### src/rtl/tile_macros.svh
// tile constants
// bus widths, RAM depth, SFR select bit and interrupt codes

`ifndef TILE_MACROS_SVH
`define TILE_MACROS_SVH

// split bus
`define DATA_W 32
`define ADDR_W 32
`define BE_W 4

// local memory depth in words
`define MEM_WORDS 1024

// address bit that selects the SFR block
`define SFR_BITSEL 20

// interrupt stream
`define IRQ_CODE_W 8
`define EXT_IRQ_CODE 8'h0B

`endif

### src/rtl/membus_pkg.sv
// split memory bus types
// request travels master to slave, read response travels back

`include "tile_macros.svh"

package membus_pkg;

    // request held stable by the master until acked
    typedef struct packed
    {
        logic req;
        logic we;
        logic [`ADDR_W-1:0] addr;
        logic [`BE_W-1:0] be;
        logic [`DATA_W-1:0] wdata;
    } membus_req_t;

    // one-cycle read response pulse
    typedef struct packed
    {
        logic resp;
        logic [`DATA_W-1:0] rdata;
    } membus_resp_t;

endpackage

### src/rtl/tile_pkg.sv
// tile state and register types
// SFR map, arbiter owner and interrupt source encodings

package tile_pkg;

    // SFR word offsets
    typedef enum logic [1:0]
    {
        SFR_CORENUM = 2'd0,
        SFR_MSI     = 2'd1
    } sfr_reg_e;

    // internal bus owner
    typedef enum logic
    {
        OWNER_CPU  = 1'b0,
        OWNER_HOST = 1'b1
    } owner_e;

    // source presented on the irq stream
    typedef enum logic [1:0]
    {
        SRC_NONE = 2'd0,
        SRC_EXT  = 2'd1,
        SRC_MSI  = 2'd2
    } irq_src_e;

endpackage

### src/rtl/sfr_block.sv
// special-function registers
// core number readback and MSI trigger register

`timescale 1ns/1ns

`include "tile_macros.svh"

module sfr_block
#(
    parameter int core_num = 0
)
(
    input logic clk_i
    , input logic reset_i

    , input membus_pkg::membus_req_t req_i
    , output logic ack_o
    , output membus_pkg::membus_resp_t resp_o

    , output logic msi_req_o
    , output logic [`IRQ_CODE_W-1:0] msi_code_o
);

    tile_pkg::sfr_reg_e reg_sel;
    logic msi_wr;
    logic rd_valid;
    logic [`DATA_W-1:0] rd_data;
    logic [`IRQ_CODE_W-1:0] msi_code_q;

    assign reg_sel = tile_pkg::sfr_reg_e'(req_i.addr[3:2]);
    assign msi_wr = req_i.req && req_i.we && req_i.be[0] && (reg_sel == tile_pkg::SFR_MSI);

    assign ack_o = 1'b1;

    always_ff @(posedge clk_i)
    begin
        if (reset_i)
        begin
            rd_valid <= 1'b0;
            msi_req_o <= 1'b0;
            msi_code_q <= '0;
        end
        else
        begin
            rd_valid <= req_i.req && !req_i.we;
            msi_req_o <= msi_wr;
            if (msi_wr)
                msi_code_q <= req_i.wdata[`IRQ_CODE_W-1:0];
        end
    end

    // unmapped offsets read zero
    always_ff @(posedge clk_i)
    begin
        if (req_i.req && !req_i.we)
        begin
            case (reg_sel)
                tile_pkg::SFR_CORENUM: rd_data <= `DATA_W'(core_num);
                tile_pkg::SFR_MSI: rd_data <= `DATA_W'(msi_code_q);
                default: rd_data <= '0;
            endcase
        end
    end

    assign resp_o = '{resp: rd_valid, rdata: rd_data};
    assign msi_code_o = msi_code_q;

endmodule

### config.mk
export PLATFORM = sky130hd
export DESIGN_NAME = sfr_block
export DESIGN_NICKNAME = d
export VERILOG_FILES = /design/src/rtl/membus_pkg.sv /design/src/rtl/tile_pkg.sv /design/src/rtl/sfr_block.sv
export VERILOG_INCLUDE_DIRS = /design/src /design/src/rtl
export SDC_FILE = /design/constraint.sdc
export NUM_CORES = 1
export LEC_CHECK = 0
export CAP_MARGIN = 20
export CORE_ASPECT_RATIO = 1.1
export CORE_UTILIZATION = 51
export CTS_CLUSTER_SIZE = 10
export DETAILED_ROUTE_END_ITERATION = 12
export DONT_BUFFER_PORTS = 1
export PLACE_DENSITY = 0.66
export SLEW_MARGIN = 20
export SYNTH_ARGS = -nofsm -noshare
export SYNTH_HDL_FRONTEND = slang
export SYNTH_SLANG_ARGS = --single-unit
export TNS_END_PERCENT = 20
### constraint.sdc
create_clock -name clk_i -period 1.7 [get_ports clk_i]
set_clock_uncertainty 0.15 [all_clocks]
set_input_delay 0.51 -clock clk_i [delete_from_list [all_inputs] [get_ports clk_i]]
set_output_delay 0.51 -clock clk_i [all_outputs]
set_load 0.01 [all_outputs]
=== Word-level counts from Yosys, hierarchy flattened ===
Cells that the tools add are included.

* Output and inout port bits: 43
* Register bits: 42

* Equality and inequality tests: 1
* Reductions and logical operators: 5

{| class="wikitable"
|+ Operators by type and width
! cell !! number
|-
| $logic_and A1 B1 Y1 || 4
|-
| $eq A2 B1 Y1 const B || 1
|-
| $logic_not A1 Y1 || 1
|}

=== Depth between registers and ports, before layout ===
* Depth after elaboration: 3
* Depth in mapped cells: 4
* Mapped depth without buffers: 3

=== Least setup slack after synthesis ===
OpenSTA, ideal clock, no wires.

* Kind: input to register
* Start: input req_i[69] (netlist bit)
* End: register rd_data[0] (enable)
* Slack: 0.226 ns
* Arrival: 0.950 ns
* Required time: 1.176 ns
* Path buffers: 0
* Setup time: 0.374 ns
* Cell stages on the path: 1
* Cells stage by stage: nor2b_1

* Cells in the longest elaborated chain, start to end: 1

{| class="wikitable"
|+ RTL lines
! item !! line !! text
|-
| start: declaration || sfr_block.sv:16 || <nowiki>, input membus_pkg::membus_req_t req_i</nowiki>
|-
| $logic_and A1 B1 Y1 || sfr_block.sv:55 || <nowiki>if (req_i.req && !req_i.we)</nowiki>
|-
| end signal: assignment || sfr_block.sv:58 || <nowiki>tile_pkg::SFR_CORENUM: rd_data <= `DATA_W'(core_num);</nowiki>
|-
| end signal: assignment || sfr_block.sv:59 || <nowiki>tile_pkg::SFR_MSI: rd_data <= `DATA_W'(msi_code_q);</nowiki>
|-
| end: declaration || sfr_block.sv:27 || <nowiki>logic [`DATA_W-1:0] rd_data;</nowiki>
|}

Every way passes these cells.
A chain may end at the register's enable or synchronous reset.

=== Worst setup path in the final report ===
* Start: register rd_data[3]
* End: output resp_o[3] (netlist bit)

{| class="wikitable"
|+ RTL lines
! item !! line !! text
|-
| end: declaration || sfr_block.sv:18 || <nowiki>, output membus_pkg::membus_resp_t resp_o</nowiki>
|}

No word-level cell between the ends.

==> impl_metrics.ini <==
[clock_network]
cts_resized = 0
cts_setup_buffers = 0
cts_hold_buf = 0
clk_pin_slew_ps = 100
cts_tree = built
clk-insertion-delay-late_ps = 280
clockBufferDepth = 2
htree_levels = 1
numCtsBuffers = 3
cts.sinks = 18
clockRootBuffer = clkbuf_4

[worst_setup_path]
reg2reg_to = rd_data[3]
cp_max_fo = 1
arrival_ps = 730
crit_cells = 0
regToRegSetupSlack_ps = 790
end_kind = primary output
r2r-start = msi_code_o[3]
crit_type = flip-flop to primary output
rr_worst_depth = 1
start_kind = flip-flop
cp.required_ps = 1040
cp-endpoint = resp_o[3]
critPathLaunch = rd_data[3]

[layout]
syn2layout_area_growth_pct = -8.23
layout_common_cells = conb_1, nand2b_1, dfxtp_1
post-route-util_pct = 52.3
layout.nets = 158
drive_gt1_share_pct = 7.06
insertedDiodeCount = 0
final_common_cell = conb_1
multi_input_area_um2 = 369
seqCellArea_um2 = 440
fill_cells = 149

[synthesis]
synth_top_family_by_area = buffers and inverters
synth_seq_area_share_pct = 46.7
synth.area.top_cells = edfxtp_1, dfxtp_1, buf_4
synth.ff_latch_count = 18
yosysWarningCount = 0
synthAdderAreaFrac_pct = 0
synth_cell_types = 13
synth.avg_cell_area_um2 = 11.1
yosys-mux-area-fraction_pct = 8.50
synth_top_area_cell = edfxtp_1
synthesis.area_um2 = 942
synthXorXnorAreaFrac_pct = 0
postSynthCellCount = 85
synth_top_area_share_pct = 25.5
synth-compound-area-share_pct = 0
synth_simple_gate_area_share_pct = 20.7

[sta]
period_minus_slack_ps = 1390
grt_setup_unrepaired = false
slew_violations = 0
hold_ws_ps = 133
fin_crit_sh_pct = 82.0
finalSetupTns_ps = 0
fmax_mhz = 718
hold_violations = 0
setup_viol = 0

[detailed_routing]
drc = 0
drt-total-wl_mm = 1.28
wl_per_cell_um = 12.5
vias = 472
antenna_left = 0
drtIter0Drc = 3
drt_pass1_iterations = 4
viasPerCell = 4.63

[pwr]
ir_drop_uv = 490
power.total_mw = 0.730
leakage_nw = 0.354
powerDensity_nw_per_um2 = 844

[worst_hold_path]
hp-class = input port to flip-flop

[floorplanning]
rows = 15
initial_core_util_pct = 57.0
io_pins = 115
core_um2 = 1650
dieArea_um2 = 2020
die_h_um = 47.1
die_w_um = 43.0

[place]
numPortBuffers = 0
routabilityCongestion = 0.702

[run]
drv_cap = 0

[global_routing]
grt_max_degree = 19
grt_overflow_total = 0
grt_pass1_wl_mm = 1.86
antenna_found_initial = 0
grt_pass1_vias = 386
grt_util_all_layers_pct = 13.2

[outcome]
outcome = complete, no violations
[cells in the mapped netlist]
library cell and n:
buf_12 1, and4_4 1, conb_1 2, and2_1 8
clkbuf_1 1, nor2b_1 2, mux2i_1 8, edfxtp_1 8
dfxtp_1 10, buf_4 26, nor2b_4 1, nand2b_1 16
and2b_1 1
[logic make-up after synthesis]
family | Yosys count
buf+inv | 28
simple gates | 29
mux | 8
flops | 18
other cells | 2
[routing by layer]
| layer | vias to the layer above | global-route usage (%) | part of all wire (%) |
|---|---|---|---|
| met5 | - | 0 | 0 |
| met4 | 0 | 7.27 | 1.5 |
| met2 | 43 | 20.3 | 44 |
| li1 | 220 | - | - |
| met1 | 207 | 14.6 | 40 |
| met3 | 2 | 7.69 | 14 |
[power breakdown]
group          leakage, nW  switching [mW]  internal, mW  total [mW]
logic                0.178          0.0365        0.0162      0.0527
clock network       0.0154           0.124        0.0851       0.209
registers            0.160         0.00919         0.459       0.469
total                0.354           0.169         0.561       0.730
[state kept, by name, summed over array words and instances, names as in the netlist]
name,flops
msi_code_o,8
msi_req_o,1
rd_data,8
rd_valid,1
[worst min path at each step]
stage                   from       endpoint  slack (ps)  cells past startpoint
5_1_grt              reset_i       rd_valid         120                      1
2_1_floorplan  msi_code_o[0]  msi_code_o[0]         350                      2
3_5_place_dp   msi_code_o[6]  msi_code_o[6]         370                      2
3_3_place_gp   msi_code_o[3]  msi_code_o[3]         370                      2
6_report             reset_i       rd_valid         130                      1
4_1_cts              reset_i       rd_valid         130                      1
[through the flow]
step	cells	area (µm²)	setup slack (ps)
floorplan	108	1030	226
global route	102	865	263
CTS	102	865	294
finish	102	865	306
global placement	98	838	205
detailed placement	98	838	157
[layout make-up]
cell class	count	area share, %
tap	17	2.46
clock buffer	3	2.60
multi-input combinational	62	42.7
sequential	18	50.9
timing repair buffer	1	0.868
clock inverter	1	0.434
No activity file was read; power rests on OpenSTA's default activity.
