### src/rtl/tile_macros.svh
// tile constants
// bus widths, RAM depth, SFR select bit and interrupt codes

`ifndef TILE_MACROS_SVH
`define TILE_MACROS_SVH

// split bus
`define DATA_W 32
`define ADDR_W 32
`define BE_W 4

// local memory depth in words
`define MEM_WORDS 1024

// address bit that selects the SFR block
`define SFR_BITSEL 20

// interrupt stream
`define IRQ_CODE_W 8
`define EXT_IRQ_CODE 8'h0B

`endif

### src/rtl/tile_pkg.sv
// tile state and register types
// SFR map, arbiter owner and interrupt source encodings

package tile_pkg;

    // SFR word offsets
    typedef enum logic [1:0]
    {
        SFR_CORENUM = 2'd0,
        SFR_MSI     = 2'd1
    } sfr_reg_e;

    // internal bus owner
    typedef enum logic
    {
        OWNER_CPU  = 1'b0,
        OWNER_HOST = 1'b1
    } owner_e;

    // source presented on the irq stream
    typedef enum logic [1:0]
    {
        SRC_NONE = 2'd0,
        SRC_EXT  = 2'd1,
        SRC_MSI  = 2'd2
    } irq_src_e;

endpackage

### src/rtl/irq_adapter.sv
// interrupt adapter
// external edge and MSI merged into one acknowledged request stream

`timescale 1ns/1ns

`include "tile_macros.svh"

module irq_adapter
(
    input logic clk_i
    , input logic reset_i

    , input logic irq_debounced_i
    , input logic msi_req_i
    , input logic [`IRQ_CODE_W-1:0] msi_code_i

    , output logic irq_req_o
    , output logic [`IRQ_CODE_W-1:0] irq_code_o
    , input logic irq_ack_i
);

    tile_pkg::irq_src_e src_q;
    logic irq_prev;
    logic ext_pending;
    logic msi_pending;
    logic [`IRQ_CODE_W-1:0] msi_code_q;
    logic taken;

    assign irq_req_o = (src_q != tile_pkg::SRC_NONE);
    assign taken = irq_req_o && irq_ack_i;

    always_ff @(posedge clk_i)
    begin
        if (reset_i)
        begin
            src_q <= tile_pkg::SRC_NONE;
            irq_prev <= 1'b0;
            ext_pending <= 1'b0;
            msi_pending <= 1'b0;
            irq_code_o <= '0;
        end
        else
        begin
            irq_prev <= irq_debounced_i;
            if (taken)
            begin
                src_q <= tile_pkg::SRC_NONE;
                if (src_q == tile_pkg::SRC_MSI)
                    msi_pending <= 1'b0;
                else
                    ext_pending <= 1'b0;
            end
            else if (!irq_req_o && msi_pending)
            begin
                // MSI wins over a pending external edge
                src_q <= tile_pkg::SRC_MSI;
                irq_code_o <= msi_code_q;
            end
            else if (!irq_req_o && ext_pending)
            begin
                src_q <= tile_pkg::SRC_EXT;
                irq_code_o <= `EXT_IRQ_CODE;
            end
            // new events override a clear in the same cycle
            if (irq_debounced_i && !irq_prev)
                ext_pending <= 1'b1;
            if (msi_req_i)
            begin
                msi_pending <= 1'b1;
                msi_code_q <= msi_code_i;
            end
        end
    end

    a_code_stable: assert property (@(posedge clk_i) disable iff (reset_i)
        (irq_req_o && !irq_ack_i) |=> (irq_req_o && $stable(irq_code_o)));

endmodule

### config.mk
export PLATFORM = sky130hd
export DESIGN_NAME = irq_adapter
export DESIGN_NICKNAME = d
export VERILOG_FILES = /design/src/rtl/tile_pkg.sv /design/src/rtl/irq_adapter.sv
export VERILOG_INCLUDE_DIRS = /design/src /design/src/rtl
export SDC_FILE = /design/constraint.sdc
export NUM_CORES = 1
export LEC_CHECK = 0
export BUFFER_PORTS_ARGS = -buffer_cell sky130_fd_sc_hd__buf_4
export CAP_MARGIN = 5
export CORE_MARGIN = 2
export CORE_UTILIZATION = 43
export CTS_CLUSTER_SIZE = 30
export DETAILED_ROUTE_END_ITERATION = 10
export PLACE_DENSITY = 0.83
export SETUP_SLACK_MARGIN = 0.5
export SYNTH_ARGS = -nofsm -noshare
export SYNTH_HDL_FRONTEND = slang
export SYNTH_SLANG_ARGS = --single-unit
### constraint.sdc
create_clock -name clk_i -period 0.95 [get_ports clk_i]
set_input_delay 0.19 -clock clk_i [delete_from_list [all_inputs] [get_ports clk_i]]
set_output_delay 0.19 -clock clk_i [all_outputs]
set_load 0.02 [all_outputs]
[After elaboration in Yosys (flattened, before gate mapping)]
Index checks and enable logic that the tools add are counted.
Word-level totals
  register bits: 21
  input bits: 13
  output and inout port bits: 9
  word-level logic and storage cells: 38
Operators by class
  equality and inequality tests: 2
  muxes and demuxes: 10
  bitwise gates (word level): 2
  reductions and logical operators: 17
Operators by type and width (count)
  two-way mux 8 bit: 2
  nonzero test 2 bit: 5
  AND reduction 2 bit: 4
  two-way mux 1 bit: 6
  logical AND 1 bit: 4
  two-way mux 2 bit: 2
  OR reduction 3 bit: 1
  == test 2 bit (second input constant): 1
  logical NOT 1 bit: 2
  != test 2 x 1 -> 1 bit (second input constant): 1
  NOT 1 bit: 2
  OR reduction 2 bit: 1

[Logic depth before layout (Yosys ltp)]
  depth in word-level cells: 5
  gate-level depth with buffers: 4

[Worst setup path before layout]
Ideal clock, no wire load.
  path type: register to register
  start point: reg src_q[1]
  end point: reg irq_code_o[2]
  setup time: 0.132 ns
  arrival: 0.909 ns
  required time: 0.818 ns
  slack: -0.091 ns
  cell stages (with the launch flop): 5
  buffers on the path: 0
  path through: dfxtp_1 -> nor2_2 -> inv_1 -> o21ai_0 -> a21oi_1
Between the ends
  longest elaborated chain between the ends: 5
  elaborated cells between the ends (all ways): 9
Ends and longest elaborated chain
  start: declaration: RTL line irq_adapter.sv:22  | tile_pkg::irq_src_e src_q;
  start signal: assignment: RTL line irq_adapter.sv:36  | src_q <= tile_pkg::SRC_NONE;
  start signal: assignment: RTL line irq_adapter.sv:47  | src_q <= tile_pkg::SRC_NONE;
  start signal: assignment: RTL line irq_adapter.sv:56  | src_q <= tile_pkg::SRC_MSI;
  nonzero test 2 bit (*): RTL line irq_adapter.sv:29  | assign irq_req_o = (src_q != tile_pkg::SRC_NONE);
  net irq_req_o: RTL line irq_adapter.sv:17  | , output logic irq_req_o
  logical NOT 1 bit: RTL line irq_adapter.sv:53, irq_adapter.sv:59
  logical AND 1 bit (on tied branches): RTL line irq_adapter.sv:53, irq_adapter.sv:59
  nonzero test 2 bit (no source line)
  AND reduction 2 bit (no source line)
  end signal: assignment: RTL line irq_adapter.sv:57  | irq_code_o <= msi_code_q;
  end signal: assignment: RTL line irq_adapter.sv:62  | irq_code_o <= `EXT_IRQ_CODE;
  end: declaration: RTL line irq_adapter.sv:18  | , output logic [`IRQ_CODE_W-1:0] irq_code_o
The timed path passes the listed nets; every way through them passes the cells marked *.
A chain may end at the register's enable or synchronous reset.

[Worst setup path in the final report]
  start point: reg src_q[0]
  end point: reg irq_code_o[0]
Between the ends
  longest elaborated chain between the ends: 5
  elaborated cells between the ends (all ways): 9
Ends and longest elaborated chain (RTL line)
  nonzero test 2 bit (*): irq_adapter.sv:29
  logical NOT 1 bit: irq_adapter.sv:53, irq_adapter.sv:59
  logical AND 1 bit (on tied branches): irq_adapter.sv:53, irq_adapter.sv:59
  nonzero test 2 bit (no source line)
  AND reduction 2 bit (no source line)
Mark *: on every way between the ends. The rest lies on a longest branch, timed or not.

==> metrics.yaml <==
layout:
  drive_above_1_share: 0.624
  postLayoutCellArea_mm2: 0.00117
  final_cells: 117
  multi_input_area_um2: 285
  fillers: 97
  insertedDiodeCount: 0
  final_util: 0.750
  syn_to_final_growth_pct: 59.6
  nets: 115
  final-seq-area_um2: 537
clocking:
  clk_latency_ns: 0.30
  cts.root.buffer_cell: "clkbuf_4"
  cts_tree: "yes"
  htree_levels: 1
  path_clk_slew_ns: 0.12
  holdBufCountCts: 0
  cts_made_buffers: 3
  cts_buffer_depth: 2
  cts.sinks: 21
critical_path:
  worst-r2r-setup-slack_ns: -0.23
  crit_required_ns: 1.14
  reg2regPathDepth: 4
  r2r-start: "src_q[0]"
  crit_type: "register to register"
  cp_max_fo: 4
  cp.arrival_ns: 1.38
  r2r-end: "irq_code_o[0]"
  startpoint_type: "register"
  critPathCaptureType: "register"
sta:
  skew_ns: 0.0108
  hold_violations: 0
  fin_crit_ns: 1.18
  fin_hold_ws_ns: 0.0498
  finalSetupViolations: 20
  fin_crit_sh: 1.25
  max_freq_mhz: 845
  setup_slack_ns: -0.234
  rsz0062_at_grt: "yes"
  finalMaxSlewViolations: 0
  slew-limit-headroom: 0.818
  fin_setup_tns_ns: -1.94
  tightest_slew_ns: 0.273
die:
  initial_core_util: 0.470
  core_area_mm2: 0.00156
  die_x_um: 45.3
  fp.dieH_um: 45.3
  row_count: 14
  pin_count: 22
  die_area_mm2: 0.00205
run:
  drv_cap: 0
power:
  power.density_mw_per_mm2: 1600
  p_leak_nw: 0.464
  peakVddDrop_uv: 1250
  power_mw: 1.87
placement:
  dp_cells: 106
  placed_area_um2: 980
  portBuffers: 21
  place_congestion: 0.734
  preCtsSetupSlack_ns: -0.0923
  hpwl_um: 991
global_routing:
  grt_max_degree: 14
  grt_overflow_total: 0
  grt.total_usage: 0.180
  grt_pass1_vias: 609
  antenna_found_initial: 0
  grt_pass1_wl_um: 2620
routing:
  drtIter0Drc: 11
  finalWirelength_um: 1650
  via_count: 618
  avgRoutedWirePerCell_um: 14.1
  ant_nets: 0
  avgViaCountPerCell: 5.28
  first_pass_iters: 4
  drcViolationCount: 0
min_path:
  min_from: "msi_code_i[1]"
  hold_path_end: "msi_code_q[1]"
  hold_path_class: "input port to register"
  hold_depth: 1
synthesis:
  synthCells: 66
  synthDistinctLibCells: 16
  yosys-mux-area-fraction: 0
  synth_area_leaders: "dfxtp_1, edfxtp_1, a21oi_1"
  synth-simple-area-share: 0.191
  synth_top_area_frac: 0.355
  syn_area_um2: 733
  synth_compound_area_frac: 0.116
  ys_ff_latch: 21
  synth_xor_area_frac: 0
  yosys_warnings: 0
  syn-mean-instance-area_um2: 11.1
  syn_nets: 79
  ys_seq_area_frac: 0.683
  synth_top_family_by_area: "simple AND/OR/NAND/NOR gates"
  synthAdderAreaFrac: 0
  synth_top_area_cell: "dfxtp_1"
outcome:
  violations: "negative setup slack"
  outcome: "finished with violations"
-- flip-flops by register name (all words and copies together) (netlist names) --
name and flops:
irq_code_o 8, irq_prev 1, msi_pending 1, src_q 2, ext_pending 1, msi_code_q 8
-- worst max-delay path, stage by stage, from the launching register on --
cell	delay (ns)
dfxtp_4	0.39
buf_6	0.11
or3b_4	0.41
nor2_1	0.11
nor3_1	0.05
-- how the worst max path moves through the flow --
stage / cells after the start / slack (ns) / startpoint / to
global route: 3 / -0.25 / src_q[0] / irq_req_o
CTS: 4 / -0.21 / src_q[0] / irq_code_o[3]
floorplan: 4 / -0.04 / src_q[1] / irq_code_o[2]
finish: 4 / -0.23 / src_q[0] / irq_code_o[0]
global placement: 3 / -0.04 / msi_pending / irq_code_o[0]
detailed placement: 3 / -0.09 / src_q[1] / irq_code_o[3]
-- where the power goes --
| part | switching [mW] | total, mW | internal [mW] |
|---|---|---|---|
| logic | 0.175 | 0.387 | 0.212 |
| registers | 0.0498 | 1.05 | 1.00 |
| clock network | 0.271 | 0.428 | 0.157 |
| total | 0.495 | 1.87 | 1.37 |
-- final cells by class --
class	count	share of cell area
Timing Repair Buffer	32	0.253
Tap cell	16	0.0171
Inverter	1	0.00321
Clock inverter	1	0.00428
Clock buffer	3	0.0193
Sequential cell	21	0.459
Multi-Input combinational cell	43	0.244
-- layer usage --
layer,track usage,vias to the layer above,routed length [µm]
li1,-,301,-
met1,0.210,300,725
met2,0.317,15,871
met3,0.0280,2,42
met4,0.0882,0,13
met5,0,-,0
-- layout by cell type, fill, tap and decap left out --
cell and count:
a21oi_1 7, a21oi_2 5, buf_4 17, buf_6 15
clkbuf_4 3, clkinv_2 1, dfxtp_1 2, dfxtp_2 2
dfxtp_4 9, edfxtp_1 8, inv_2 1, nand2_1 4
nand2_2 2, nand2b_1 2, nand3b_1 2, nor2_1 4
nor2_2 1, nor2_4 2, nor2b_1 2, nor2b_4 1
nor3_1 2, nor3_2 1, nor3b_4 1, o21ai_0 4
o21ai_1 1, or2_2 1, or3b_4 1
-- synthesized netlist by cell type --
cell type   n
edfxtp_1    8
nor2_1      6
nor2_2      1
o21ai_0     5
nand3b_1    2
or2_2       1
nor3_1      3
dfxtp_1    13
or3b_1      1
nor2b_1     3
nand2b_1    2
nor3b_2     1
inv_1       1
a21oi_1    12
nand2_1     6
clkbuf_1    1
-- what timing repair did --
item,in CTS,in global routing
setup endpoints to repair,29,29
pin swaps,18,11
buffers inserted,5,2
resized for setup,19,12
cloned,0,0
-- kinds of logic after synthesis --
| group | Yosys count |
|---|---|
| AND/OR/NAND/NOR | 26 |
| AO/OA/AOI/OAI | 17 |
| buffers and inverters | 2 |
| flip-flops | 21 |
Power figures use the tool's default switching activity.
