===== src/rtl/tile_macros.svh =====
// tile constants
// bus widths, RAM depth, SFR select bit and interrupt codes

`ifndef TILE_MACROS_SVH
`define TILE_MACROS_SVH

// split bus
`define DATA_W 32
`define ADDR_W 32
`define BE_W 4

// local memory depth in words
`define MEM_WORDS 1024

// address bit that selects the SFR block
`define SFR_BITSEL 20

// interrupt stream
`define IRQ_CODE_W 8
`define EXT_IRQ_CODE 8'h0B

`endif


===== src/rtl/membus_pkg.sv =====
// split memory bus types
// request travels master to slave, read response travels back

`include "tile_macros.svh"

package membus_pkg;

    // request held stable by the master until acked
    typedef struct packed
    {
        logic req;
        logic we;
        logic [`ADDR_W-1:0] addr;
        logic [`BE_W-1:0] be;
        logic [`DATA_W-1:0] wdata;
    } membus_req_t;

    // one-cycle read response pulse
    typedef struct packed
    {
        logic resp;
        logic [`DATA_W-1:0] rdata;
    } membus_resp_t;

endpackage


===== src/rtl/bus_decoder.sv =====
// data-side decoder
// steers one master to RAM or SFR block, one read in flight at a time

`timescale 1ns/1ns

`include "tile_macros.svh"

module bus_decoder
(
    input logic clk_i
    , input logic reset_i

    , input membus_pkg::membus_req_t m_req_i
    , output logic m_ack_o
    , output membus_pkg::membus_resp_t m_resp_o

    , output membus_pkg::membus_req_t ram_req_o
    , input logic ram_ack_i
    , input membus_pkg::membus_resp_t ram_resp_i

    , output membus_pkg::membus_req_t sfr_req_o
    , input logic sfr_ack_i
    , input membus_pkg::membus_resp_t sfr_resp_i
);

    logic sel_sfr;
    logic rd_busy;
    logic rd_sel;
    logic accept;
    logic resp_back;

    assign sel_sfr = m_req_i.addr[`SFR_BITSEL];

    // only the selected target sees the request valid
    always_comb
    begin
        ram_req_o = m_req_i;
        sfr_req_o = m_req_i;
        ram_req_o.req = m_req_i.req && !sel_sfr && !rd_busy;
        sfr_req_o.req = m_req_i.req && sel_sfr && !rd_busy;
    end

    assign m_ack_o = !rd_busy && (sel_sfr ? sfr_ack_i : ram_ack_i);
    assign accept = m_req_i.req && m_ack_o;

    assign resp_back = rd_busy && (rd_sel ? sfr_resp_i.resp : ram_resp_i.resp);

    always_comb
    begin
        m_resp_o = rd_sel ? sfr_resp_i : ram_resp_i;
        m_resp_o.resp = resp_back;
    end

    // outstanding read tracking
    always_ff @(posedge clk_i)
    begin
        if (reset_i)
        begin
            rd_busy <= 1'b0;
            rd_sel <= 1'b0;
        end
        else if (accept && !m_req_i.we)
        begin
            rd_busy <= 1'b1;
            rd_sel <= sel_sfr;
        end
        else if (resp_back)
        begin
            rd_busy <= 1'b0;
        end
    end

    // a target only answers a read it was sent
    a_ram_resp_selected: assert property (@(posedge clk_i) disable iff (reset_i)
        ram_resp_i.resp |-> (rd_busy && !rd_sel));
    a_sfr_resp_selected: assert property (@(posedge clk_i) disable iff (reset_i)
        sfr_resp_i.resp |-> (rd_busy && rd_sel));

endmodule


===== config.mk =====
export PLATFORM = sky130hd
export DESIGN_NAME = bus_decoder
export DESIGN_NICKNAME = d
export VERILOG_FILES = /design/src/rtl/membus_pkg.sv /design/src/rtl/bus_decoder.sv
export VERILOG_INCLUDE_DIRS = /design/src /design/src/rtl
export SDC_FILE = /design/constraint.sdc
export NUM_CORES = 1
export LEC_CHECK = 0
export BUFFER_PORTS_ARGS = -buffer_cell sky130_fd_sc_hd__buf_4
export CORE_AREA = 2 2 121 123
export CTS_CLUSTER_SIZE = 14
export DETAILED_ROUTE_END_ITERATION = 16
export DIE_AREA = 0 0 123 125
export SYNTH_ARGS = -nofsm -noshare
export SYNTH_HDL_FRONTEND = slang
export SYNTH_SLANG_ARGS = --single-unit

===== constraint.sdc =====
create_clock -name clk_i -period 3.5 [get_ports clk_i]
set_clock_uncertainty 0.15 [all_clocks]
set_input_delay 0.175 -clock clk_i [delete_from_list [all_inputs] [get_ports clk_i]]
set_output_delay 0.175 -clock clk_i [all_outputs]
set_load 0.02 [all_outputs]

---- Word level (Yosys, flattened, before mapping) ----
Index checks and enable logic that the tools add are counted.
storage, ports and cells
  logic and storage cells ................. 19
  input port bits ......................... 140
  output and inout port bits .............. 174
  bits in registers ....................... 2
cells by class
  mux-type cells .......................... 5
  reduce and logical (&&, ||, !) cells .... 12
operator list
  cell                count
  32-bit two-way mux  1
  1-bit logical AND   8
  1-bit two-way mux   4
  1-bit logical NOT   3
  2-bit nonzero test  1

---- Depth between registers and ports, before layout ----
Gate-level depths: netlist of the first run.
  depth in word-level cells ............... 5
  mapped depth ............................ 4

---- Worst setup path after synthesis of the first run ----
OpenSTA, ideal clock, no wires.
  kind .................................... flip-flop to output port
  from .................................... register rd_sel
  to ...................................... output m_resp_o[10] (netlist bit)
  stages on the path, launching flop included .. 4
  data arrival time ....................... 1.056 ns
  required time ........................... 3.175 ns
  slack ................................... 2.119 ns
  path through ............................ dfxtp_1 > buf_2 > buf_2 > mux2_2
RTL lines
  element                 line               RTL
  from (decl)             bus_decoder.sv:28  logic rd_sel;
  from (signal assigned)  bus_decoder.sv:65  rd_sel <= sel_sfr;
  to (decl)               bus_decoder.sv:15  , output membus_pkg::membus_resp_t m_resp_o

==> reports/results.txt, run 1 <==
Io pins = 314
Post-Synth Simple-Gate Area = 2.18%
Max Clk Rate = 550 MHz
Final TNS setup = 0 ps
Non-Filler Instances = 349
Mux share of post-synthesis cell area = 24.6%
Clock Latency Late Sink = 220 ps
Slew headroom = 71.7%
Synth top area cells = buf_4 67%, mux2_2 23%, dfxtp_1 2.6%
Hold Path Class = in -> reg
Wire length of the first global-routing pass = 6.13 mm
Post-Synth Adder-Cell Area = 0%
Grt ovf = 0
Unique masters post-synth = 14
Part of the cycle the worst path needs = 51.9%
DP HPWL = 4.21 mm
CP max FO = 34
Total track usage = 5.63%
Synth Area in Compound Gates = 1.38%
Vias = 1021
RSZ-0062 raised after global routing = false
Startpoint Class = flip-flop
Mapped Cells = 191
Core Area = 0.0142 mm²
Drt total wl = 4.87 mm
Largest net degree at the start of global routing = 35
Status = finished, final reports clean
Leakage = 0.753 nW
Share of the synthesized area in the top cell type = 67.5%
Clock input transition at the sequential cells of the worst setup and hold paths = 30 ps
Post-Synthesis Cell Area = 0.00155 mm²
Starting Density = 10.9%
Total power = 0.000403 W
CTS Sinks = 2
Syn Nets = 331
Layout cell share with drive strength beyond 1 = 89.7%
# diodes = 0
Worst setup margin = 1680 ps
Die X = 123 µm
Vias in the first global route = 1046
XOR/XNOR Fraction of Synth Area = 0%
Post-CTS Setup Inserts = 0
Avg Vias per Cell = 2.93
Synthesized flop and latch total = 2
Area growth syn-to-layout = 6.47%
Antenna-violating nets left = 0
Initial antenna violation count = 0
Fin crit period = 1820 ps
CTS buffer count = 3
Required @ worst endpoint = 3170 ps
Bufs on Longest Clock Path = 2
Setup CP Type = reg -> out
First-pass detailed-route iteration total = 3
Setup violators final = 0
CTS resizes = 0
Main combinational cell family by area after synthesis = buffers and inverters
Pre-CTS WS = 1900 ps
Number of H-tree levels = 1
I/O Buffers = 112
Die Ht = 125 µm
Final hold vios = 0
Cells after DPL = 345
CTS tree = yes
Slew @ Worst Pin = 424 ps
Arr. time, crit path = 1490 ps
Clock Root Buffer = clkbuf_16
Routed len/inst = 13.9 µm
Routability cong. = 0.791
DRC = 0
Mapped Avg Cell Area = 8.10 µm²
Top cell type by total area after synthesis = buf_4
FP Rows = 44
Worst setup EP type = output port
Die area = 0.0154 mm²
Post-synthesis sequential area ratio = 2.59%
MaxCap Viol Count = 0
Final net count = 307
Ys Warns = 0
Slew Viols, Final = 0
Initial DRC Count = 18
Maximum vdd drop = 87.9 µV
Pwr dens = 245 mW/mm²
==> synth_stat cells <==
cell / n
nand2_1: 1
a21oi_1: 1
o31ai_1: 1
nor2_1: 3
mux2i_1: 2
buf_4: 139
mux2_2: 32
nor2b_1: 1
inv_1: 2
nand2b_1: 1
buf_2: 4
o311ai_0: 1
dfxtp_1: 2
or3_1: 1
==> cell type report <==
class,count,area [µm²]
fill,1626,12600
timing repair buffer,114,858
multi-input combinational,44,435
tap,184,230
clock buffer,3,75.1
sequential,2,40.0
inverter,2,7.51
==> layer usage <==
metal	global-route usage [%]	wire (µm)	vias to the layer above
met2	8.64	2110	127
met4	6.28	388	0
li1	-	-	419
met1	5.18	1610	427
met3	2.46	757	48
met5	0	0	-
==> repair_timing <==
item,4_1_cts,5_1_grt
endpoints found under the setup margin,0,0
hold buffers,1,0
endpoints found under the hold margin,1,0
==> per-stage QoR <==
| step | hold slack [ps] | util (%) | instance area [µm²] |
|---|---|---|---|
| 6_report | 135 | 11.6 | 1650 |
| 5_1_grt | 160 | 11.6 | 1650 |
| 4_1_cts | 134 | 11.6 | 1650 |
| 3_5_place_dp | 200 | 11.0 | 1560 |
| 3_3_place_gp | 200 | 11.0 | 1560 |
| 2_1_floorplan | 94.1 | - | 1550 |
==> logic make-up after synthesis <==
| group | Yosys count |
|---|---|
| flops | 2 |
| buf+inv | 145 |
| compound gates | 3 |
| simple gates | 7 |
| mux | 34 |
==> sequential cells by signal (all words and copies together), names as in the netlist <==
| register | flops |
|---|---|
| rd_busy | 1 |
| rd_sel | 1 |
==> critical path: stages (launching register included) <==
cell	delay (ps)
dfxtp_1	300
buf_4	380
mux2_2	420
buf_4	170
==> path summary, 6_finish.rpt <==
| path | from | end | slack (ps) | cells after the start |
|---|---|---|---|---|
| hold reg to reg | rd_busy$_SDFFE_PP0P_ | rd_busy$_SDFFE_PP0P_ | 330 | 2 |
| setup reg to reg | rd_sel$_SDFFE_PP0P_ | rd_busy$_SDFFE_PP0P_ | 2110 | 4 |
| setup / recovery | rd_sel$_SDFFE_PP0P_ | m_resp_o[17] | 1680 | 3 |
| hold / removal | m_req_i[56] | rd_sel$_SDFFE_PP0P_ | 140 | 3 |
==> where the power goes <==
| part | internal [W] | total, W | switching [W] |
|---|---|---|---|
| Clock | 0.000146 | 0.000174 | 0.0000289 |
| Combinational | 0.000114 | 0.000204 | 0.0000903 |
| Sequential | 0.0000239 | 0.0000244 | 0.000000510 |
==> layout by cell type, fill, tap and decap left out, drive strengths merged <==
cell and n:
nand2b 1, o311ai 1, mux2i 2, mux2 32, clkbuf 3, nor2 3, dlygate4sd3 1, dfxtp 2
o31ai 1, nand2 1, nor2b 1, or3 1, a21oi 1, inv 2, buf 113
Note: power is estimated with default switching activity, not from simulation.
==> run 2: changes to the inputs <==
- CORE_AREA: 2 2 121 123 -> 2 2 122 124
- DIE_AREA: 0 0 123 125 -> 0 0 124 126
- clock period: 3.5 -> 1.86 ns (I/O delays scaled with it)
==> reports/results.txt, run 2 (synthesis results as in run 1) <==
Clock Root Buffer = clkbuf_16
CP max FO = 17 (-50%)
Io pins = 314 (unchanged)
Min-Delay Path Depth = 0 (-3)
Avg Vias per Cell = 2.89 (-1.1%)
Status = finished, final reports clean
# diodes = 0 (unchanged)
Final hold vios = 0 (unchanged)
Die X = 124 µm (+0.81%)
Starting Density = 10.8% (-0.084 points)
Top sig layer = met4
Hold Path Class = in -> out
Routed met2 length = 2.11 mm (about the same)
Wire length of the first global-routing pass = 6.18 mm (+0.67%)
R2R Setup Slk = 510 ps (-1600 ps)
CTS buffer count = 3 (unchanged)
Fin crit period = 1560 ps
CTS resizes = 0 (unchanged)
Number of H-tree levels = 1 (unchanged)
Initial DRC Count = 17 (-1)
Worst setup EP type = output port
WL met1 = 1.61 mm (+0.25%)
Grt ovf = 0 (unchanged)
Clock Latency Late Sink = 220 ps (about the same)
Leakage = 0.758 nW (+0.72%)
First-pass detailed-route iteration total = 3 (unchanged)
Startpoint Class = flip-flop
Crit-path max cell delay = 370 ps (-50 ps)
Routability cong. = 0.664 (-16%)
Area growth syn-to-layout = 6.96%
Slew headroom = 78.0% (+6.2 points)
Post-CTS Hold Fix Bufs = 1 (unchanged)
Drt total wl = 4.82 mm (-0.92%)
Layout cell share with drive strength beyond 1 = 89.8% (about the same)
Largest net degree at the start of global routing = 18 (-49%)
Initial antenna violation count = 0 (unchanged)
Slew @ Worst Pin = 326 ps (-97.4 ps)
Core Area = 0.0143 mm² (+0.78%)
Most frequent CP cell = buf_4
DRC = 0 (unchanged)
Antenna-violating nets left = 0 (unchanged)
Vias in the first global route = 1082 (+3.4%)
Setup CP Type = reg -> out
Final hold slack = 36.0 ps (-99.3 ps)
CTS tree = yes
Routed len/inst = 13.8 µm (-1.2%)
Largest regs = rd_busy x1, rd_sel x1
Maximum vdd drop = 195 µV (+120%)
Most common cell after layout, fill and taps aside = buf_4
Part of the cycle the worst path needs = 83.8%
Pwr dens = 446 mW/mm² (+82%)
FP Rows = 44 (unchanged)
MaxCap Viol Count = 0 (unchanged)
CTS Sinks = 2 (unchanged)
Bufs on Longest Clock Path = 2 (unchanged)
Met3 wire len = 743 µm (-1.8%)
Required @ worst endpoint = 1620 ps (-1550 ps)
Cell depth of the worst flop-to-flop path = 3 (-1)
DP HPWL = 4.19 mm (-0.35%)
Setup violators final = 0 (unchanged)
Vias = 1013 (-0.78%)
Die Ht = 126 µm (+0.80%)
CP cell instances = buf_4 > mux2_2 > buf_4
Crit-path slowest cell = mux2_2
Arr. time, crit path = 1320 ps (-170 ps)
Clock input transition at the sequential cells of the worst setup and hold paths = 30 ps (about the same)
Max Clk Rate = 641 MHz
Final net count = 308 (+0.33%)
Die area = 0.0156 mm² (+1.6%)
Post-CTS Setup Inserts = 0 (unchanged)
Most frequent cells in the layout = 114 x buf_4, 32 x mux2_2, 3 x nor2_1, 3 x clkbuf_16
RSZ-0062 raised after global routing = false
I/O Buffers = 112 (unchanged)
Slew Viols, Final = 0 (unchanged)
Total track usage = 5.35% (-0.27 points)
Final TNS setup = 0 ps (unchanged)
## run 2: changes by cell type in the layout (fill, tap and decap cells not counted)
cell | previous run | this run
buf_4 | 113 | 114
## run 2: worst paths after layout
kind                                            from                   end
worst max-delay path             rd_sel$_SDFFE_PP0P_           m_resp_o[4]
worst min-delay path                     m_req_i[27]         sfr_req_o[27]
worst max register to register  rd_busy$_SDFFE_PP0P_   rd_sel$_SDFFE_PP0P_
worst min register to register  rd_busy$_SDFFE_PP0P_  rd_busy$_SDFFE_PP0P_
## run 2: layout make-up
cell class / count / area [µm²]
clock buffers: 3 / 75.1
fillers: 1657 / 12700
inverters: 2 / 7.51
multi-input cells: 44 / 435
flip-flops and latches: 2 / 40.0
well taps: 184 / 230
repair buffers: 115 / 866
## run 2: critical path, delay by kind of cell (launching register included)
family | cells | cell delay (ps)
DFF | 1 | 310
buffers and inverters | 2 | 410
muxes | 1 | 370
## run 2: report_power, final
part	internal [W]	total (W)	switching, W
Clock	0.000274	0.000323	0.0000493
Sequential	0.0000450	0.0000461	0.00000106
Combinational	0.000214	0.000369	0.000155
Total	0.000533	0.000738	0.000205
## run 2: per-stage QoR
| step | setup slack [ps] | total power [W] | utilization [%] | cell area [µm²] | std cells |
|---|---|---|---|---|---|
| floorplan | 561 | 0.000627 | - | 1550 | 191 |
| global placement | 535 | 0.000412 | 11.0 | 1570 | 346 |
| detailed placement | 522 | 0.000416 | 11.0 | 1570 | 346 |
| CTS | 293 | 0.000747 | 11.6 | 1650 | 350 |
| global route | 204 | 0.000776 | 11.6 | 1650 | 350 |
| finish | 301 | 0.000738 | 11.6 | 1650 | 350 |
## run 2: metal layers
metal  track usage [%]  vias to the layer above
met3              2.17                       55
met4              4.63                        0
met5                 0                        -
met1              5.11                      424
met2              8.79                      114
li1                  -                      420
