## config.mk

```make
export PLATFORM = sky130hd
export DESIGN_NAME = bus_arbiter
export DESIGN_NICKNAME = d
export VERILOG_FILES = /design/src/rtl/membus_pkg.sv /design/src/rtl/tile_pkg.sv /design/src/rtl/bus_arbiter.sv
export VERILOG_INCLUDE_DIRS = /design/src /design/src/rtl
export SDC_FILE = /design/constraint.sdc
export NUM_CORES = 1
export LEC_CHECK = 0
export ABC_AREA = 1
export BUFFER_PORTS_ARGS = -buffer_cell sky130_fd_sc_hd__clkbuf_2
export CELL_PAD_IN_SITES_DETAIL_PLACEMENT = 1
export CELL_PAD_IN_SITES_GLOBAL_PLACEMENT = 1
export CORE_AREA = 2 2 124 126
export CTS_CLUSTER_DIAMETER = 40
export DETAILED_ROUTE_END_ITERATION = 16
export DIE_AREA = 0 0 126 128
export MAX_ROUTING_LAYER = met4
export PLACE_DENSITY = 0.84
export SYNTH_ARGS = -nofsm -noshare
export SYNTH_HDL_FRONTEND = slang
export SYNTH_SLANG_ARGS = --single-unit
```

## constraint.sdc

```tcl
create_clock -name clk_i -period 1.45 [get_ports clk_i]
set_input_delay 0.145 -clock clk_i [delete_from_list [all_inputs] [get_ports clk_i]]
set_output_delay 0.145 -clock clk_i [all_outputs]
set_load 0.005 [all_outputs]
```

## src/rtl/tile_macros.svh

```systemverilog
// tile constants
// bus widths, RAM depth, SFR select bit and interrupt codes

`ifndef TILE_MACROS_SVH
`define TILE_MACROS_SVH

// split bus
`define DATA_W 32
`define ADDR_W 32
`define BE_W 4

// local memory depth in words
`define MEM_WORDS 1024

// address bit that selects the SFR block
`define SFR_BITSEL 20

// interrupt stream
`define IRQ_CODE_W 8
`define EXT_IRQ_CODE 8'h0B

`endif

```

## src/rtl/membus_pkg.sv

```systemverilog
// split memory bus types
// request travels master to slave, read response travels back

`include "tile_macros.svh"

package membus_pkg;

    // request held stable by the master until acked
    typedef struct packed
    {
        logic req;
        logic we;
        logic [`ADDR_W-1:0] addr;
        logic [`BE_W-1:0] be;
        logic [`DATA_W-1:0] wdata;
    } membus_req_t;

    // one-cycle read response pulse
    typedef struct packed
    {
        logic resp;
        logic [`DATA_W-1:0] rdata;
    } membus_resp_t;

endpackage

```

## src/rtl/tile_pkg.sv

```systemverilog
// tile state and register types
// SFR map, arbiter owner and interrupt source encodings

package tile_pkg;

    // SFR word offsets
    typedef enum logic [1:0]
    {
        SFR_CORENUM = 2'd0,
        SFR_MSI     = 2'd1
    } sfr_reg_e;

    // internal bus owner
    typedef enum logic
    {
        OWNER_CPU  = 1'b0,
        OWNER_HOST = 1'b1
    } owner_e;

    // source presented on the irq stream
    typedef enum logic [1:0]
    {
        SRC_NONE = 2'd0,
        SRC_EXT  = 2'd1,
        SRC_MSI  = 2'd2
    } irq_src_e;

endpackage

```

## src/rtl/bus_arbiter.sv

```systemverilog
// two-master arbiter
// round-robin merge of CPU data and host onto the internal bus

`timescale 1ns/1ns

`include "tile_macros.svh"

module bus_arbiter
(
    input logic clk_i
    , input logic reset_i

    , input membus_pkg::membus_req_t cpu_req_i
    , output logic cpu_ack_o
    , output membus_pkg::membus_resp_t cpu_resp_o

    , input membus_pkg::membus_req_t host_req_i
    , output logic host_ack_o
    , output membus_pkg::membus_resp_t host_resp_o

    , output membus_pkg::membus_req_t s_req_o
    , input logic s_ack_i
    , input membus_pkg::membus_resp_t s_resp_i
);

    localparam int DEPTH = 2;

    tile_pkg::owner_e prio_q;
    tile_pkg::owner_e grant;
    tile_pkg::owner_e pend_q [DEPTH];
    logic wr_ptr;
    logic rd_ptr;
    logic [1:0] pend_cnt;
    logic full;
    logic accept;
    logic push;
    logic pop;

    always_comb
    begin
        if (cpu_req_i.req && host_req_i.req)
            grant = prio_q;
        else if (host_req_i.req)
            grant = tile_pkg::OWNER_HOST;
        else
            grant = tile_pkg::OWNER_CPU;
    end

    assign full = (pend_cnt == 2'(DEPTH));

    // hold everyone off while the read record is full
    always_comb
    begin
        s_req_o = (grant == tile_pkg::OWNER_HOST) ? host_req_i : cpu_req_i;
        s_req_o.req = ((grant == tile_pkg::OWNER_HOST) ? host_req_i.req : cpu_req_i.req)
            && !full;
    end

    assign cpu_ack_o = (grant == tile_pkg::OWNER_CPU) && s_ack_i && !full;
    assign host_ack_o = (grant == tile_pkg::OWNER_HOST) && s_ack_i && !full;

    assign accept = s_req_o.req && s_ack_i;
    assign push = accept && !s_req_o.we;
    assign pop = s_resp_i.resp;

    // response goes to the oldest pending read owner
    always_comb
    begin
        cpu_resp_o = s_resp_i;
        host_resp_o = s_resp_i;
        cpu_resp_o.resp = pop && (pend_q[rd_ptr] == tile_pkg::OWNER_CPU);
        host_resp_o.resp = pop && (pend_q[rd_ptr] == tile_pkg::OWNER_HOST);
    end

    always_ff @(posedge clk_i)
    begin
        if (reset_i)
        begin
            prio_q <= tile_pkg::OWNER_CPU;
            wr_ptr <= 1'b0;
            rd_ptr <= 1'b0;
            pend_cnt <= 2'd0;
        end
        else
        begin
            if (accept && cpu_req_i.req && host_req_i.req)
                prio_q <= (grant == tile_pkg::OWNER_CPU) ? tile_pkg::OWNER_HOST
                                                         : tile_pkg::OWNER_CPU;
            if (push)
            begin
                pend_q[wr_ptr] <= grant;
                wr_ptr <= wr_ptr + 1'b1;
            end
            if (pop)
                rd_ptr <= rd_ptr + 1'b1;
            pend_cnt <= pend_cnt + 2'(push) - 2'(pop);
        end
    end

    // slave must not answer a read we never forwarded
    a_resp_has_owner: assert property (@(posedge clk_i) disable iff (reset_i)
        s_resp_i.resp |-> (pend_cnt != 2'd0));

endmodule

```

# Yosys cells after proc, flatten, opt, wreduce, memory -nomap -nowiden
# Memories as Yosys holds them, arrays and structs flattened. A register that Yosys moved wholly into a read port is not among the register bits.
# Index checks and enable logic that the tools add are counted.
[op_classes]
eq_ne = 1
shift = 0
mux = 10
div_mod_pow = 0
magnitude_cmp = 0
bitwise_logic = 2
n_mul = 0
addsub = 4
reduce_logical = 14
[op_table]
columns = ["op", "n"]
rows = [
  ["$mux 69", 1],
  ["$logic_and 1x1->1", 12],
  ["$mux 1", 9],
  ["$add 1x1->1 const B", 2],
  ["$add 2x1->2", 1],
  ["$eq 2x2->1 const B", 1],
  ["$logic_not 1->1", 2],
  ["$not 1->1", 2],
  ["$sub 2x1->2", 1],
]
[totals]
out_inout_bits = 138
mem_count = 1
mem_bits_rw = 2
ff_bits = 5
rom_bits = 0
wordCells = 36
latchBits = 0
[memory_table]
columns = ["name", "depth", "width", "read_ports", "rd_clocked_by_memory_dff", "write_ports", "line_no", "source"]
rows = [
  ["pend_q", 2, 1, 1, 1, 1, "bus_arbiter.sv:30", "tile_pkg::owner_e pend_q [DEPTH];"],
]

# Depth between registers and ports, before layout
# Gate-level depths: netlist of run 1.
[depth]
depth_word = 9
ltp_mapped = 12

# Worst setup path after synthesis of run 1
# OpenSTA, ideal clock, no wires.
[synth_timing]
path_type = "reg-to-reg"
startpoint = "register pend_cnt[0]"
endpoint = "register pend_cnt[1]"
setup_slack_ns = -0.144
path_stages_with_launch = 13
required_ns = 1.337
arrival_ns = 1.481
setup_ns = 0.113
synth_period_minus_slack_ns = 1.594
path_cell_list = "dfxtp_1 -> inv_1 -> nand2_1 -> nand2_1 -> nor2_1 -> nand3_1 -> ha_1 -> inv_1 -> ha_1 -> xor2_1 -> nand2_1 -> nand2_1 -> nor2_1"
[synth_between]
elab_chain_len = 7
[synth_rtl]
columns = ["item", "line_no", "source"]
rows = [
  ["from (decl)", "bus_arbiter.sv:33", "logic [1:0] pend_cnt;"],
  ["from (signal assigned)", "bus_arbiter.sv:96", "pend_cnt <= pend_cnt + 2'(push) - 2'(pop);"],
  ["$eq 2x2->1", "bus_arbiter.sv:49", "assign full = (pend_cnt == 2'(DEPTH));"],
  ["$logic_not 1->1", "bus_arbiter.sv:56", "&& !full;"],
  ["$logic_and 1x1->1", "bus_arbiter.sv:56", ""],
  ["$logic_and 1x1->1", "bus_arbiter.sv:62", "assign accept = s_req_o.req && s_ack_i;"],
  ["$logic_and 1x1->1", "bus_arbiter.sv:63", "assign push = accept && !s_req_o.we;"],
  ["$add 2x1->2 (*)", "bus_arbiter.sv:96", ""],
  ["$sub 2x1->2 (*)", "bus_arbiter.sv:96", ""],
]
# Mark *: on every way between the ends. The rest lies on a longest branch, timed or not.
# A chain may end at the register's enable or synchronous reset.

==> results_dict.tcl, run 1 <==
set metrics [dict create \
    clockRootBuffer "clkbuf_16" \
    period_needed_ns 1.67 \
    finalInstanceArea_mm2 0.00414 \
    p_clk_frac 0.205 \
    die_w_um 126 \
    maxSlewViolCount 0 \
    drive_gt1_frac 0.762 \
    cellPowerDensity_mw_per_mm2 549 \
    ctsHoldBuffers 0 \
    multi_input_area_mm2 0.00157 \
    place_congestion 0.693 \
    comb_power_share 0.677 \
    initialDrtViolationCount 52 \
    hold_viol 0 \
    setup_violations 74 \
    layout_setup_ws_ns -0.222 \
    dp.cells 684 \
    synth_compound_gate_area_share 0.00850 \
    grt_pass1_vias 2774 \
    slew_headroom 0.812 \
    die_h_um 128 \
    ant_nets 0 \
    p_switching_w 0.000843 \
    final_cell_mix "clkbuf_2, nand2_1, nand2_2, nand2_4, buf_2" \
    p_seq_frac 0.118 \
    avgSynthCellArea_um2 5.12 \
    placedInstanceArea_mm2 0.00265 \
    min_period_over_period 1.15 \
    whs_ns 0.193 \
    yosys_warnings 0 \
    nets 713 \
    instances_no_fill 721 \
    synth_area_leaders "nand2_1, buf_4, dfxtp_1" \
    cts_made_buffers 3 \
    required_ns 1.31 \
    syn_to_final_growth_pct 135 \
    end_kind "output pin" \
    clkSinkCount 8 \
    seq_area_um2 183 \
    synth-seq-cells 8 \
    synth_nets 523 \
    routed_wl_um 11600 \
    rsz0062_at_grt "true" \
    grt_max_degree 11 \
    die_area_mm2 0.0161 \
    swShare 0.371 \
    num_rows 45 \
    crit_type "reg -> out" \
    clkTransAtPathRegs_ns 0.04 \
    htreeDepth 1 \
    overflow 0 \
    start_kind "flop" \
    synth_top_family_by_area "simple AND/OR/NAND/NOR gates" \
    seq_area_frac_synth 0.102 \
    start_util 0.119 \
    synthCells 345 \
    wl_per_cell_um 16.1 \
    core-area_mm2 0.0149 \
    cts_tree "yes" \
    synth_top_area_cell "nand2_1" \
    clock_skew_ns 0.00181 \
    final_common_cell "clkbuf_2" \
    intPower_w 0.00143 \
    synth_cell_types 18 \
    antenna_found_initial 0 \
    synth_xor_area_frac 0.00992 \
    fill_cells 1841 \
    synth-simple-area-share 0.517 \
    path_max_fanout 7 \
    violations "negative setup slack" \
    synthesis.area_mm2 0.00177 \
    ios 314 \
    grt_usage 0.127 \
    hold_class "in -> reg" \
    status "finished, violations left" \
    remaining_drc_errors 0 \
    n_antenna_cell 0 \
    fmax_mhz 598 \
    cts.path.max_buffers 2 \
    irDropWorstVdd_mv 0.407 \
    dp_hpwl_um 6450 \
    avgViaCountPerCell 3.94 \
    synth_mux_area_frac 0 \
    synth_top_area_share 0.459 \
    vias 2839 \
    port_buffers 217 \
    critPathArrivalTime_ns 1.53 \
    grt_pass1_wl_um 15100 \
    synth_adder_area_share 0.0142 \
    first_pass_iters 3 \
    power_leakage_nw 2.42 \
    tightest_slew_ns 0.281 \
    maxCapViolCount 0 \
    clk_latency_ns 0.23 \
]
[what timing repair did]
| action | 4_1_cts | 5_1_grt |
|---|---|---|
| pin swaps | 18 | 38 |
| setup endpoints to repair | 71 | 75 |
| gates cloned | 15 | 5 |
| gates resized for setup | 117 | 149 |
| setup buffers | 14 | 3 |
[synth_stat cells]
cell type,count
a21oi_1,1
buf_2,12
buf_4,64
buf_6,2
dfxtp_1,6
edfxtp_1,2
ha_1,2
inv_1,13
inv_2,1
nand2_1,216
nand2_2,2
nand2_4,1
nand3_1,3
nand3b_1,1
nor2_1,15
o21ai_0,2
xnor2_1,1
xor2_1,1
[final timing paths]
check	slack [ns]	cells past startpoint	start	endpoint
min reg2reg	0.54	4	wr_ptr$_SDFFE_PP0P_	wr_ptr$_SDFFE_PP0P_
max	-0.22	10	prio_q$_SDFFE_PP0P_	s_req_o[43]
min	0.19	2	reset_i	pend_cnt[0]$_SDFF_PP0_
max reg2reg	-0.17	12	prio_q$_SDFFE_PP0P_	pend_cnt[1]$_SDFF_PP0_
[per-layer routing]
layer | wire, um | share of wire | track usage
met4 | 357 | 0.031 | 0.0401
met5 | 0 | 0 | -
met1 | 3950 | 0.34 | 0.129
met2 | 6440 | 0.55 | 0.242
met3 | 885 | 0.076 | 0.0267
[cell families after synthesis]
family,count (synthesis)
DFF,8
buffers and inverters,92
and+or+nand+nor,238
adders and majority gates,2
xor gates and xnor gates,2
AOI/OAI and AO/OA,3
[power groups by stage]
stage	Clock [W]	Combinational [W]	Sequential [W]
after floorplan	0	0.000495	0.000266
after global placement	0	0.000832	0.000265
after detailed placement	0	0.000854	0.000267
after CTS	0.000471	0.00131	0.000267
after global routing	0.000479	0.00167	0.000271
final	0.000467	0.00154	0.000269
[layout make-up]
cell class / instances / area share
Timing Repair Buffer: 263 / 0.483
Tap cell: 188 / 0.0568
Clock buffer: 3 / 0.0181
Inverter: 14 / 0.0190
Sequential cell: 8 / 0.0441
Multi-Input combinational cell: 245 / 0.379
[critical path, stage by stage (launching register included)]
cell and delay (ns):
dfxtp_2 0.31, inv_2 0.07, nand2_4 0.06, nand2_4 0.08, buf_12 0.15, clkinv_16 0.09
buf_12 0.15, clkbuf_16 0.16, nand2_2 0.05, nand2_1 0.04, buf_2 0.12
[metrics by stage]
| stage | setup slack [ns] | total power (W) | TNS (ns) | util |
|---|---|---|---|---|
| finish | -0.222 | 0.00227 | -11.22 | 0.279 |
| global route | -0.281 | 0.00242 | -16.22 | 0.279 |
| CTS | -0.178 | 0.00205 | -8.20 | 0.243 |
| detailed placement | -0.277 | 0.00112 | -0.391 | 0.178 |
| global placement | -0.167 | 0.00110 | -0.172 | 0.178 |
| floorplan | -0.144 | 0.000761 | -0.144 | - |
Power figures use the tool's default switching activity.
==> run 2, diff against run 1 <==
- CORE_AREA: 2 2 124 126 -> 2 2 168 88
- DIE_AREA: 0 0 126 128 -> 0 0 170 90
- PLACE_DENSITY: 0.84 -> 0.89
==> run 2 against run 1 <==
  * The flow still finishes with violations (negative setup slack)
  * Non-clock buffer count is 12 lower
  * Largest cell class unchanged
  * Power is 4.0% lower
  * Clock skew hardly changed
  * Largest power group unchanged
  * Worst hold slack hardly changed
==> results_dict.tcl, run 2 (synthesis gave the netlist of run 1 again) <==
set metrics [dict create \
    status "finished, violations left" \
    violations "negative setup slack" \
    path_max_fanout 8 \
    syn_to_final_growth_pct 121 \
    start_kind "flop" \
    reg2reg_slack_ns -0.13 \
    power_leakage_nw 2.29 \
    wl_per_cell_um 16.4 \
    final_cell_mix "clkbuf_2, nand2_2, nand2_1, nand2_4, buf_2" \
    nets 702 \
    avgViaCountPerCell 3.94 \
    place_congestion 0.817 \
    critPathArrivalTime_ns 1.49 \
    clk_latency_ns 0.23 \
    ios 314 \
    tightest_slew_ns 0.283 \
    fill_cells 1765 \
    grt_pass1_vias 2780 \
    cpMostUsedCell "nand2_4" \
    port_buffers 217 \
    clkTransAtPathRegs_ns 0.04 \
    core-area_mm2 0.0140 \
    die_area_mm2 0.0153 \
    required_ns 1.31 \
    slew_headroom 0.811 \
    utilization 0.279 \
    overflow 0 \
    min_period_over_period 1.13 \
    hold_path_end "pend_cnt[0]$_SDFF_PP0_" \
    cpPeakStageDelay_ns 0.31 \
    clkSinkCount 8 \
    layout_setup_ws_ns -0.186 \
    hp-start "reset_i" \
    setup_violations 73 \
    num_rows 31 \
    htreeDepth 1 \
    slowest_stage "dfxtp_2" \
    dp_hpwl_um 7060 \
    hold_class "in -> reg" \
    die_w_um 170 \
    end_kind "output pin" \
    tns_ns -9.44 \
    path_cells "inv_2, nand2_4, nand2_4, buf_12, buf_8, clkbuf_16, nand2_4, nand2_2, clkbuf_2" \
    irDropWorstVdd_mv 0.349 \
    rr_worst_depth 12 \
    grt_usage 0.131 \
    crit_type "reg -> out" \
    rsz0062_at_grt "true" \
    antenna_found_initial 0 \
    cellPowerDensity_mw_per_mm2 559 \
    grt_pass1_wl_um 15000 \
    cts_made_buffers 3 \
    drive_gt1_frac 0.774 \
    clock_skew_ns 0.00190 \
    hold_depth 2 \
    grt_max_degree 25 \
    vias 2773 \
    maxSlewViolCount 0 \
    ant_nets 0 \
    maxCapViolCount 0 \
    period_needed_ns 1.64 \
    r2r-start "prio_q$_SDFFE_PP0P_" \
    fmax_mhz 611 \
    initialDrtViolationCount 73 \
    start_util 0.127 \
    die_h_um 90 \
    remaining_drc_errors 0 \
    n_antenna_cell 0 \
    cts.path.max_buffers 2 \
    routed_wl_um 11500 \
    power_w 0.00218 \
    ctsHoldBuffers 0 \
    timing.rr.end "pend_cnt[1]$_SDFF_PP0_" \
    hold_viol 0 \
    cts_tree "yes" \
    clockRootBuffer "clkbuf_16" \
    final_common_cell "clkbuf_2" \
    first_pass_iters 4 \
]
## run 2: worst max path at each step
| stage | endpoint | slack (ns) | cells after the start | start |
|---|---|---|---|---|
| 6_report | s_req_o[45] | -0.19 | 9 | prio_q$_SDFFE_PP0P_ |
| 3_3_place_gp | pend_cnt[1]$_SDFF_PP0_ | -0.26 | 12 | pend_cnt[0]$_SDFF_PP0_ |
| 2_1_floorplan | pend_cnt[1]$_SDFF_PP0_ | -0.14 | 12 | pend_cnt[0]$_SDFF_PP0_ |
| 4_1_cts | pend_cnt[1]$_SDFF_PP0_ | -0.19 | 12 | pend_cnt[0]$_SDFF_PP0_ |
| 5_1_grt | s_req_o[41] | -0.23 | 9 | prio_q$_SDFFE_PP0P_ |
| 3_5_place_dp | pend_cnt[1]$_SDFF_PP0_ | -0.33 | 12 | pend_cnt[0]$_SDFF_PP0_ |
## run 2: where the power goes
| group | leakage, nW | total [W] | internal, W | switching [W] |
|---|---|---|---|---|
| clock network | 0.0382 | 0.000491 | 0.000368 | 0.000123 |
| registers | 0.0687 | 0.000267 | 0.000255 | 0.0000128 |
| logic | 2.18 | 0.00142 | 0.000726 | 0.000698 |
| total | 2.29 | 0.00218 | 0.00135 | 0.000834 |
## run 2: area by class of cell
| class | instances | area (um^2) | area share |
|---|---|---|---|
| clock buffers | 4 | 78.8 | 0.0202 |
| inverters | 14 | 71.3 | 0.0183 |
| multi-input cells | 245 | 1580 | 0.404 |
| flip-flops and latches | 8 | 183 | 0.0468 |
| well taps | 181 | 226 | 0.0581 |
| repair buffers | 251 | 1750 | 0.450 |
| repair inverters | 1 | 11.3 | 0.00289 |
## run 2: repair_timing
item / in CTS / in global routing
setup endpoints to repair: 74 / 74
buffers inserted: 10 / 1
pin swaps: 21 / 65
cloned: 10 / 6
resized for setup: 116 / 144
## run 2: per-layer routing
layer,track usage,vias to the layer above,wire [um]
met5,-,-,0
met4,0.0107,0,27
met3,0.0511,2,1140
met2,0.189,158,4980
met1,0.178,1288,5380
li1,-,1325,-
## run 2: worst max-delay path, delay by kind of cell (launching register included)
| kind | cells | cell delay (ns) |
|---|---|---|
| flip-flops | 1 | 0.31 |
| buffers and inverters | 5 | 0.67 |
| AND/OR/NAND/NOR | 4 | 0.27 |
## run 2: through the flow
stage,hold slack (ns),std cells,instance area (um^2),setup WS [ns]
after floorplan,0.216,345,1770,-0.144
after global placement,0.290,678,2630,-0.261
after detailed placement,0.290,678,2630,-0.330
after CTS,0.184,702,3460,-0.191
after global routing,0.210,704,3900,-0.233
final,0.193,704,3900,-0.186
